### src/verilog/mem_bus_pkg.sv
package mem_bus_pkg;

  // ------------------------------------------------------------
  // Processor-side bus widths
  // ------------------------------------------------------------

  localparam int ADDR_W   = 32;
  localparam int DATA_W   = 32;
  localparam int BYTEEN_W = DATA_W / 8;
  localparam int NUMBLK_W = 16;

  // Both halves of the prefetch word share this width
  localparam int PF_W     = 16;

  // ------------------------------------------------------------
  // Request types
  // ------------------------------------------------------------

  // Stride sits in the upper half of the word and length in the lower half
  typedef struct packed {
    logic [PF_W-1:0] stride;
    logic [PF_W-1:0] length;
  } prefetch_t;

  // One bus request as offered by the processor, 117 bits in all
  typedef struct packed {
    logic [ADDR_W-1:0]   address;
    logic [DATA_W-1:0]   writedata;
    logic [BYTEEN_W-1:0] byteen;
    logic [NUMBLK_W-1:0] numblocks;
    prefetch_t           prefetch;
    logic                wren;
  } bus_req_t;

endpackage
### src/verilog/mem_port_pkg.sv
package mem_port_pkg;

  // ------------------------------------------------------------
  // Memory-side request
  // ------------------------------------------------------------

  // The bus request without its prefetch descriptor, 85 bits in all
  typedef struct packed {
    logic [mem_bus_pkg::ADDR_W-1:0]   address;
    logic [mem_bus_pkg::DATA_W-1:0]   writedata;
    logic [mem_bus_pkg::BYTEEN_W-1:0] byteen;
    logic [mem_bus_pkg::NUMBLK_W-1:0] numblocks;
    logic                             wren;
  } mem_req_t;

  // ------------------------------------------------------------
  // Port controller states
  // ------------------------------------------------------------

  // ISSUE waits for the memory handshake, DONE decides between
  // returning to idle and stepping to the next prefetch address
  typedef enum logic [2:0] {
    PORT_IDLE     = 3'd0,
    PORT_ISSUE    = 3'd1,
    PORT_DONE     = 3'd2,
    PORT_PREFETCH = 3'd3
  } port_state_t;

endpackage

### src/verilog/mem_port_top.sv
module mem_port_top (
  input  logic                   clk,
  input  logic                   resetn,

  // Processor-side bus
  input  mem_bus_pkg::bus_req_t  bus_req,
  input  logic                   bus_valid,
  output logic                   bus_ready,
  output logic                   bus_idle,

  // Memory controller side
  output mem_port_pkg::mem_req_t mem_req,
  output logic                   mem_valid,
  input  logic                   mem_ready
);

  import mem_port_pkg::*;

  logic     capture_load;
  logic     issue_load;
  logic     step;
  logic     last;
  logic     beat_done;
  mem_req_t cur_req;

  mem_port_ctrl mem_port_ctrl_inst (
    .clk          (clk),
    .resetn       (resetn),
    .bus_valid    (bus_valid),
    .bus_ready    (bus_ready),
    .bus_idle     (bus_idle),
    .last         (last),
    .beat_done    (beat_done),
    .capture_load (capture_load),
    .issue_load   (issue_load),
    .step         (step)
  );

  req_capture req_capture_inst (
    .clk          (clk),
    .resetn       (resetn),
    .capture_load (capture_load),
    .step         (step),
    .bus_req      (bus_req),
    .cur_req      (cur_req),
    .last         (last)
  );

  mem_issue mem_issue_inst (
    .clk          (clk),
    .resetn       (resetn),
    .issue_load   (issue_load),
    .cur_req      (cur_req),
    .mem_ready    (mem_ready),
    .mem_req      (mem_req),
    .mem_valid    (mem_valid),
    .beat_done    (beat_done)
  );

endmodule

### src/verilog/mem_issue.sv
module mem_issue (
  input  logic                   clk,
  input  logic                   resetn,
  input  logic                   issue_load,
  input  mem_port_pkg::mem_req_t cur_req,
  input  logic                   mem_ready,
  output mem_port_pkg::mem_req_t mem_req,
  output logic                   mem_valid,
  output logic                   beat_done
);

  // ------------------------------------------------------------
  // Handshake
  // ------------------------------------------------------------

  // A beat moves on any edge where valid and ready are both high
  assign beat_done = mem_valid && mem_ready;

  always_ff @(posedge clk)
  begin
    if (!resetn)
    begin
      mem_valid <= 1'b0;
    end
    else if (issue_load)
    begin
      mem_valid <= 1'b1;
    end
    else if (beat_done)
    begin
      mem_valid <= 1'b0;
    end
  end

  // ------------------------------------------------------------
  // Output register
  // ------------------------------------------------------------

  // Loaded once per beat and then held, so the beat stays stable while
  // the memory stalls and the capture registers may move on freely
  always_ff @(posedge clk)
  begin
    if (issue_load)
    begin
      mem_req <= cur_req;
    end
  end

endmodule

### src/verilog/req_capture.sv
module req_capture (
  input  logic                   clk,
  input  logic                   resetn,
  input  logic                   capture_load,
  input  logic                   step,
  input  mem_bus_pkg::bus_req_t  bus_req,
  output mem_port_pkg::mem_req_t cur_req,
  output logic                   last
);

  import mem_bus_pkg::*;

  logic [ADDR_W-1:0]   address;
  logic [DATA_W-1:0]   writedata;
  logic [BYTEEN_W-1:0] byteen;
  logic [NUMBLK_W-1:0] numblocks;
  logic                wren;
  logic [PF_W-1:0]     stride;
  logic [PF_W-1:0]     remaining;

  // ------------------------------------------------------------
  // Request payload
  // ------------------------------------------------------------

  // The address wraps modulo 2^32 when the stride carries past the top
  always_ff @(posedge clk)
  begin
    if (capture_load)
    begin
      address   <= bus_req.address;
      writedata <= bus_req.writedata;
      byteen    <= bus_req.byteen;
      numblocks <= bus_req.numblocks;
      wren      <= bus_req.wren;
      stride    <= bus_req.prefetch.stride;
    end
    else if (step)
    begin
      address <= address + ADDR_W'(stride);
    end
  end

  // ------------------------------------------------------------
  // Prefetch countdown
  // ------------------------------------------------------------

  always_ff @(posedge clk)
  begin
    if (!resetn)
    begin
      remaining <= '0;
    end
    else if (capture_load)
    begin
      remaining <= bus_req.prefetch.length;
    end
    else if (step)
    begin
      remaining <= remaining - 1'b1;
    end
  end

  assign last = (remaining == '0);

  always_comb
  begin
    cur_req.address   = address;
    cur_req.writedata = writedata;
    cur_req.byteen    = byteen;
    cur_req.numblocks = numblocks;
    cur_req.wren      = wren;
  end

endmodule

### src/verilog/mem_port_ctrl.sv
module mem_port_ctrl (
  input  logic clk,
  input  logic resetn,

  // Bus side handshake and status
  input  logic bus_valid,
  output logic bus_ready,
  output logic bus_idle,

  // Datapath control
  input  logic last,
  input  logic beat_done,
  output logic capture_load,
  output logic issue_load,
  output logic step
);

  import mem_port_pkg::*;

  port_state_t state;
  port_state_t state_next;

  // ------------------------------------------------------------
  // Next state
  // ------------------------------------------------------------

  always_comb
  begin
    state_next = state;
    case (state)
      PORT_IDLE:
      begin
        // Only one request is in flight, so a new one is taken only here
        if (bus_valid)
        begin
          state_next = PORT_ISSUE;
        end
      end
      PORT_ISSUE:
      begin
        // Memory back-pressure keeps us here for as long as it lasts
        if (beat_done)
        begin
          state_next = PORT_DONE;
        end
      end
      PORT_DONE:
      begin
        if (last)
        begin
          state_next = PORT_IDLE;
        end
        else
        begin
          state_next = PORT_PREFETCH;
        end
      end
      PORT_PREFETCH:
      begin
        state_next = PORT_ISSUE;
      end
      default:
      begin
        state_next = PORT_IDLE;
      end
    endcase
  end

  // ------------------------------------------------------------
  // State register and issue pulse
  // ------------------------------------------------------------

  // The issue pulse is registered on entry to ISSUE, so the output stage
  // loads one cycle after the capture registers have settled
  always_ff @(posedge clk)
  begin
    if (!resetn)
    begin
      state      <= PORT_IDLE;
      issue_load <= 1'b0;
    end
    else
    begin
      state      <= state_next;
      issue_load <= (state != PORT_ISSUE) && (state_next == PORT_ISSUE);
    end
  end

  // ------------------------------------------------------------
  // Decoded outputs
  // ------------------------------------------------------------

  assign bus_idle     = (state == PORT_IDLE);
  assign bus_ready    = bus_idle;
  assign capture_load = bus_ready && bus_valid;

  // Address advance and length decrement happen once per prefetch step
  assign step         = (state == PORT_PREFETCH);

endmodule

### config.mk
export PLATFORM = sky130hd
export DESIGN_NAME = mem_port_top
export DESIGN_NICKNAME = d
export VERILOG_FILES = /design/src/verilog/mem_bus_pkg.sv /design/src/verilog/mem_port_pkg.sv /design/src/verilog/mem_port_top.sv /design/src/verilog/mem_issue.sv /design/src/verilog/req_capture.sv /design/src/verilog/mem_port_ctrl.sv
export SDC_FILE = /design/constraint.sdc
export NUM_CORES = 1
export LEC_CHECK = 0
export ABC_CLOCK_PERIOD_IN_PS = 4000
export BUFFER_PORTS_ARGS = -buffer_cell sky130_fd_sc_hd__buf_2
export CAP_MARGIN = 20
export CORE_MARGIN = 2
export CORE_UTILIZATION = 40
export DETAILED_ROUTE_END_ITERATION = 7
export PLACE_DENSITY = 0.65
export SYNTH_ARGS = -nofsm -noshare
export SYNTH_HDL_FRONTEND = slang
export SYNTH_HIERARCHICAL = 1
export SYNTH_SLANG_ARGS = --single-unit
### constraint.sdc
create_clock -name clk -period 4 [get_ports clk]
set_clock_uncertainty 0.2 [all_clocks]
set_input_delay 0.8 -clock clk [delete_from_list [all_inputs] [get_ports clk]]
set_output_delay 0.8 -clock clk [all_outputs]
set_load 0.03 [all_outputs]
Word-level counts from Yosys, hierarchy flattened --
Index checks and enable logic that the tools add are counted.
Cells by class: reductions and logical operators 7, add/subtract/negate cells 2, equal/unequal tests 5, multiplexer cells 10
Operators by type and width (count):
- 32-bit 2-to-1 mux | 2
- 32-bit by 16-bit adder with 32-bit output | 1
- 16-bit 2-to-1 mux | 2
- 16-bit logical NOT | 1
- 16-bit by 1-bit subtractor with 16-bit output, second input constant | 1
- 3-bit one-hot mux with 4 select lines | 1
- 3-bit by 1-bit == test with 1-bit output, second input constant | 2
- 3-bit by 2-bit == test with 1-bit output, second input constant | 2
- 3-bit 2-to-1 mux | 2
- 2-bit nonzero test | 2
- 1-bit logical AND | 3
- 3-bit logical NOT | 1
- 3-bit by 1-bit != test with 1-bit output, second input constant | 1
- 1-bit 2-to-1 mux | 2
- 2-bit 2-to-1 mux | 1
Storage, ports and cells: logic and storage cells 39, bits in registers 207, bits of input ports 121, output and inout bits 88

Longest topological paths before layout --
depth after elaboration 5, gate-level depth with buffers 9, depth with buffers taken out 9

Cells and area by module --
Netlist, hierarchy kept.
By module, submodules not included:
- req_capture | area an instance 5416.4 um^2, sequential area each 3353.2 um^2, cells an instance 438, times used 1
- mem_issue | area an instance 2593.7 um^2, sequential area each 2572.5 um^2, cells an instance 89, times used 1
- mem_port_ctrl | area an instance 185.2 um^2, sequential area each 80.1 um^2, cells an instance 20, times used 1

Worst setup path before layout --
Ideal clock, no wire load.
path type register to register, start register mem_port_ctrl_inst.state[0], end register req_capture_inst.address[0], enable pin, setup time 375 ps, data required time 3425 ps, clock period less this slack 4565 ps, path slack -565 ps, cell stages (with the launch flop) 6, arrival time 3990 ps, path through dfxtp_1 -> nor3_1 -> and2_1 -> clkbuf_1 -> clkbuf_1 -> or2_2
On the way: longest elaborated chain between the ends 3, elaborated cells between the ends (all ways) 4
Ends and longest elaborated chain:
- from (decl) | RTL line mem_port_ctrl.sv:20 | port_state_t state;
- from (signal assigned) | RTL line mem_port_ctrl.sv:84 | state <= state_next;
- 3-bit logical NOT | RTL line mem_port_ctrl.sv:93 | assign bus_idle = (state == PORT_IDLE);
- net bus_idle | RTL line mem_port_top.sv:9 | output logic bus_idle,
- 1-bit logical AND | RTL line mem_port_ctrl.sv:95 | assign capture_load = bus_ready && bus_valid;
- net capture_load | RTL line mem_port_top.sv:19 | logic capture_load;
- 2-bit nonzero test (no source line)
- to (signal assigned) | RTL line req_capture.sv:30 | address <= bus_req.address;
- to (signal assigned) | RTL line req_capture.sv:39 | address <= address + ADDR_W'(stride);
- to (decl) | RTL line req_capture.sv:13 | logic [ADDR_W-1:0] address;
The timed path passes the listed nets, and every way through them passes these cells. A chain may end at the register's enable or synchronous reset.

Worst setup path in the final report --
start register req_capture_inst.address[0], end register req_capture_inst.address[22] (data pin)
On the way: longest elaborated chain between the ends 3
Ends and longest elaborated chain:
- 32-bit by 16-bit adder with 32-bit output | RTL line req_capture.sv:39
- 32-bit 2-to-1 mux | RTL line req_capture.sv:37 | else if (step)
- 32-bit 2-to-1 mux | RTL line req_capture.sv:28 | if (capture_load)
No other way between the ends. The select of a mux whose other input is x is not followed.

==> flow_summary.toml <==
[outcome]
status = "finished clean"

[synthesis]
synth.cell_area_um2 = 8200
async_flop_share_pct = 0
syn_area_per_cell_um2 = 15.0
yosys.area.top_type = "edfxtp_1"
yosysMostFrequentCell = "edfxtp_1"
synth_ff_type = "edfxtp_1"
synth_seq_cells = 207
ys_seq_area_share_pct = 73.3
synth.area.top_cells = "edfxtp_1 68%, dfxtp_1 5.1%, ha_1 2.7%, o21ai_0 2.7%, nand2_1 2.4%"
synth_common_cells = "186 x edfxtp_1, 52 x nand2_1, 44 x o21ai_0"
netlist_instances = 547
mappedNetlistNets = 687
synth_cell_types = 60
synth_top_area_share_pct = 68.2
synth_edf_count = 186
ys_warn_count = 6

[critical_path]
worstPathRequired_ns = 4.03
critPathArrivalTime_ns = 3.04
cp-start-kind = "flip-flop"
reg2reg_depth = 9
r2r_start = "req_capture_inst/address[0]"
path_cells = "ha_1, fa_1, a21o_1, a221oi_2, or3_4, a31oi_4, o2111ai_1, xor2_1, o21ai_0"
path_max_fanout = 5
endpoint_kind = "flip-flop"
crit_path_start = "req_capture_inst/address[0]"
path_class = "flip-flop to flip-flop"
slowest_delay_ns = 0.45
slowest_stage = "a221oi_2"

[clock_tree]
cts.sinks = 207
clock_latency_ns = 0.50
cts_hold_buf = 0
cts-root-buf = "clkbuf_16"
h-tree-depth = 1
path_clk_slew_ns = 0.06
cts_tree = "yes"
cts_buffers = 23
post_cts_buffers = 0
post_cts_resized = 0
cts.path.max_buffers = 3

[sta]
tightestPinTransition_ns = 0.867
rsz0062_at_grt = "no"
finalHoldViolCount = 0
max_freq_mhz = 332
timing.final.ws_setup_ns = 0.988
fin_setup_tns_ns = 0
fin_crit_ns = 3.01
relSlewSlack_pct = 42.2
drv_slew = 0
setup_viol = 0
whs_ns = 0.216
fin_crit_sh_pct = 75.3

[drt]
firstDrtPassIters = 4
ant_nets = 0
drc_errors = 0
viasPerCell = 4.89
wl_per_cell_um = 16.1
routed_wirelength_um = 16900
via_count = 5153
first_iter_violations = 270

[cells_and_area]
drive_gt1_share_pct = 34.1
synthToLayoutAreaGrowth_pct = 26.0
utilization_pct = 51.2
fin_area_um2 = 10300
layoutNonFillerInstCount = 1054
finalNetCount = 907

[floorplan]
core_um2 = 20200
dieHeight_um = 147
die_area_um2 = 21600
die_w_um = 147
ios = 209
rows = 52
start_util_pct = 40.6

[min_path]
min-delay-path-class = "flip-flop to flip-flop"
worstHoldStart = "req_capture_inst/writedata[24]"
holdPathStages = 0

[placed_design]
hpwl_um = 11600
routabilityCongestion = 0.788
dp_slack_ns = 1.03
io_buffers = 208
place_area_um2 = 9550
placed_cells = 1012

[power]
p_total_mw = 5.05
power_density_nw_per_um2 = 490
ir_drop_mv = 0.204
p_leak_nw = 3.94

[global_routing]
antenna_found_initial = 2
grt_pass1_vias = 5101
gr-total-overflow = 0
grt_first_pass_wirelength_um = 26100
grt_usage_pct = 15.1
grt_start_max_net_pins = 84

[flow_run]
max-cap-violations = 0
## final cells by class
type                       count  area [um^2]
fill                        1765         9850
sequential                   207         6010
multi-input combinational    313         2080
timing repair buffer         213         1090
clock buffer                  31          636
tap                          270          338
clock inverter                10          130
inverter                       9         33.8
antenna                        1         2.50
## final timing paths
path                             endpoint  slack [ns]
min reg2reg    mem_issue_inst/mem_req[45]        0.22
max reg2reg  req_capture_inst/address[22]        0.99
min            mem_issue_inst/mem_req[45]        0.22
max          req_capture_inst/address[22]        0.99
## logic make-up after synthesis
kind of cell	share of synthesized area [%]
flip-flops	73.3
AND/OR/NAND/NOR	9.42
AO/OA/AOI/OAI	8.63
XOR/XNOR	3.74
buffers and inverters	1.34
adder cells (fa/ha/maj)	2.99
multiplexers	0.550
other	0.0458
## sequential cells by signal, summed over array words and instances (netlist names)
name	count
mem_issue_inst/mem_req	85
req_capture_inst/address	32
req_capture_inst/writedata	32
req_capture_inst/numblocks	16
req_capture_inst/remaining	16
req_capture_inst/stride	16
req_capture_inst/byteen	4
mem_port_ctrl_inst/state	3
mem_issue_inst/mem_valid	1
mem_port_ctrl_inst/issue_load	1
req_capture_inst/wren	1
## power breakdown
group	switching (mW)	internal, mW	total, mW
logic	0.254	0.173	0.426
clock network	0.805	1.31	2.11
registers	0.0491	2.47	2.52
## metal layers
metal	share of wire [%]	track usage [%]	routed length, um
met1	43	20.1	7240
met2	47	25.0	7910
met3	8.5	3.76	1430
met4	2.0	3.94	334
met5	0.077	0	13
## worst max-delay path: cells and delay by family, from the launching register on
kind	cells	cell delay, ns
adders and majority gates	2	0.65
and+or+nand+nor	1	0.24
DFF	1	0.39
AOI/OAI and AO/OA	5	1.10
xor gates and xnor gates	1	0.16
## layout by cell type (no fill, tap or decap), types with 18 or more instances in the layout
master     count
buf_2        208
clkbuf_16     23
dfxtp_1       20
edfxtp_1     186
ha_1          18
nand2_1       52
nor2_1        21
o21ai_0       44
xnor2_1       21
Power figures use the tool's default switching activity.
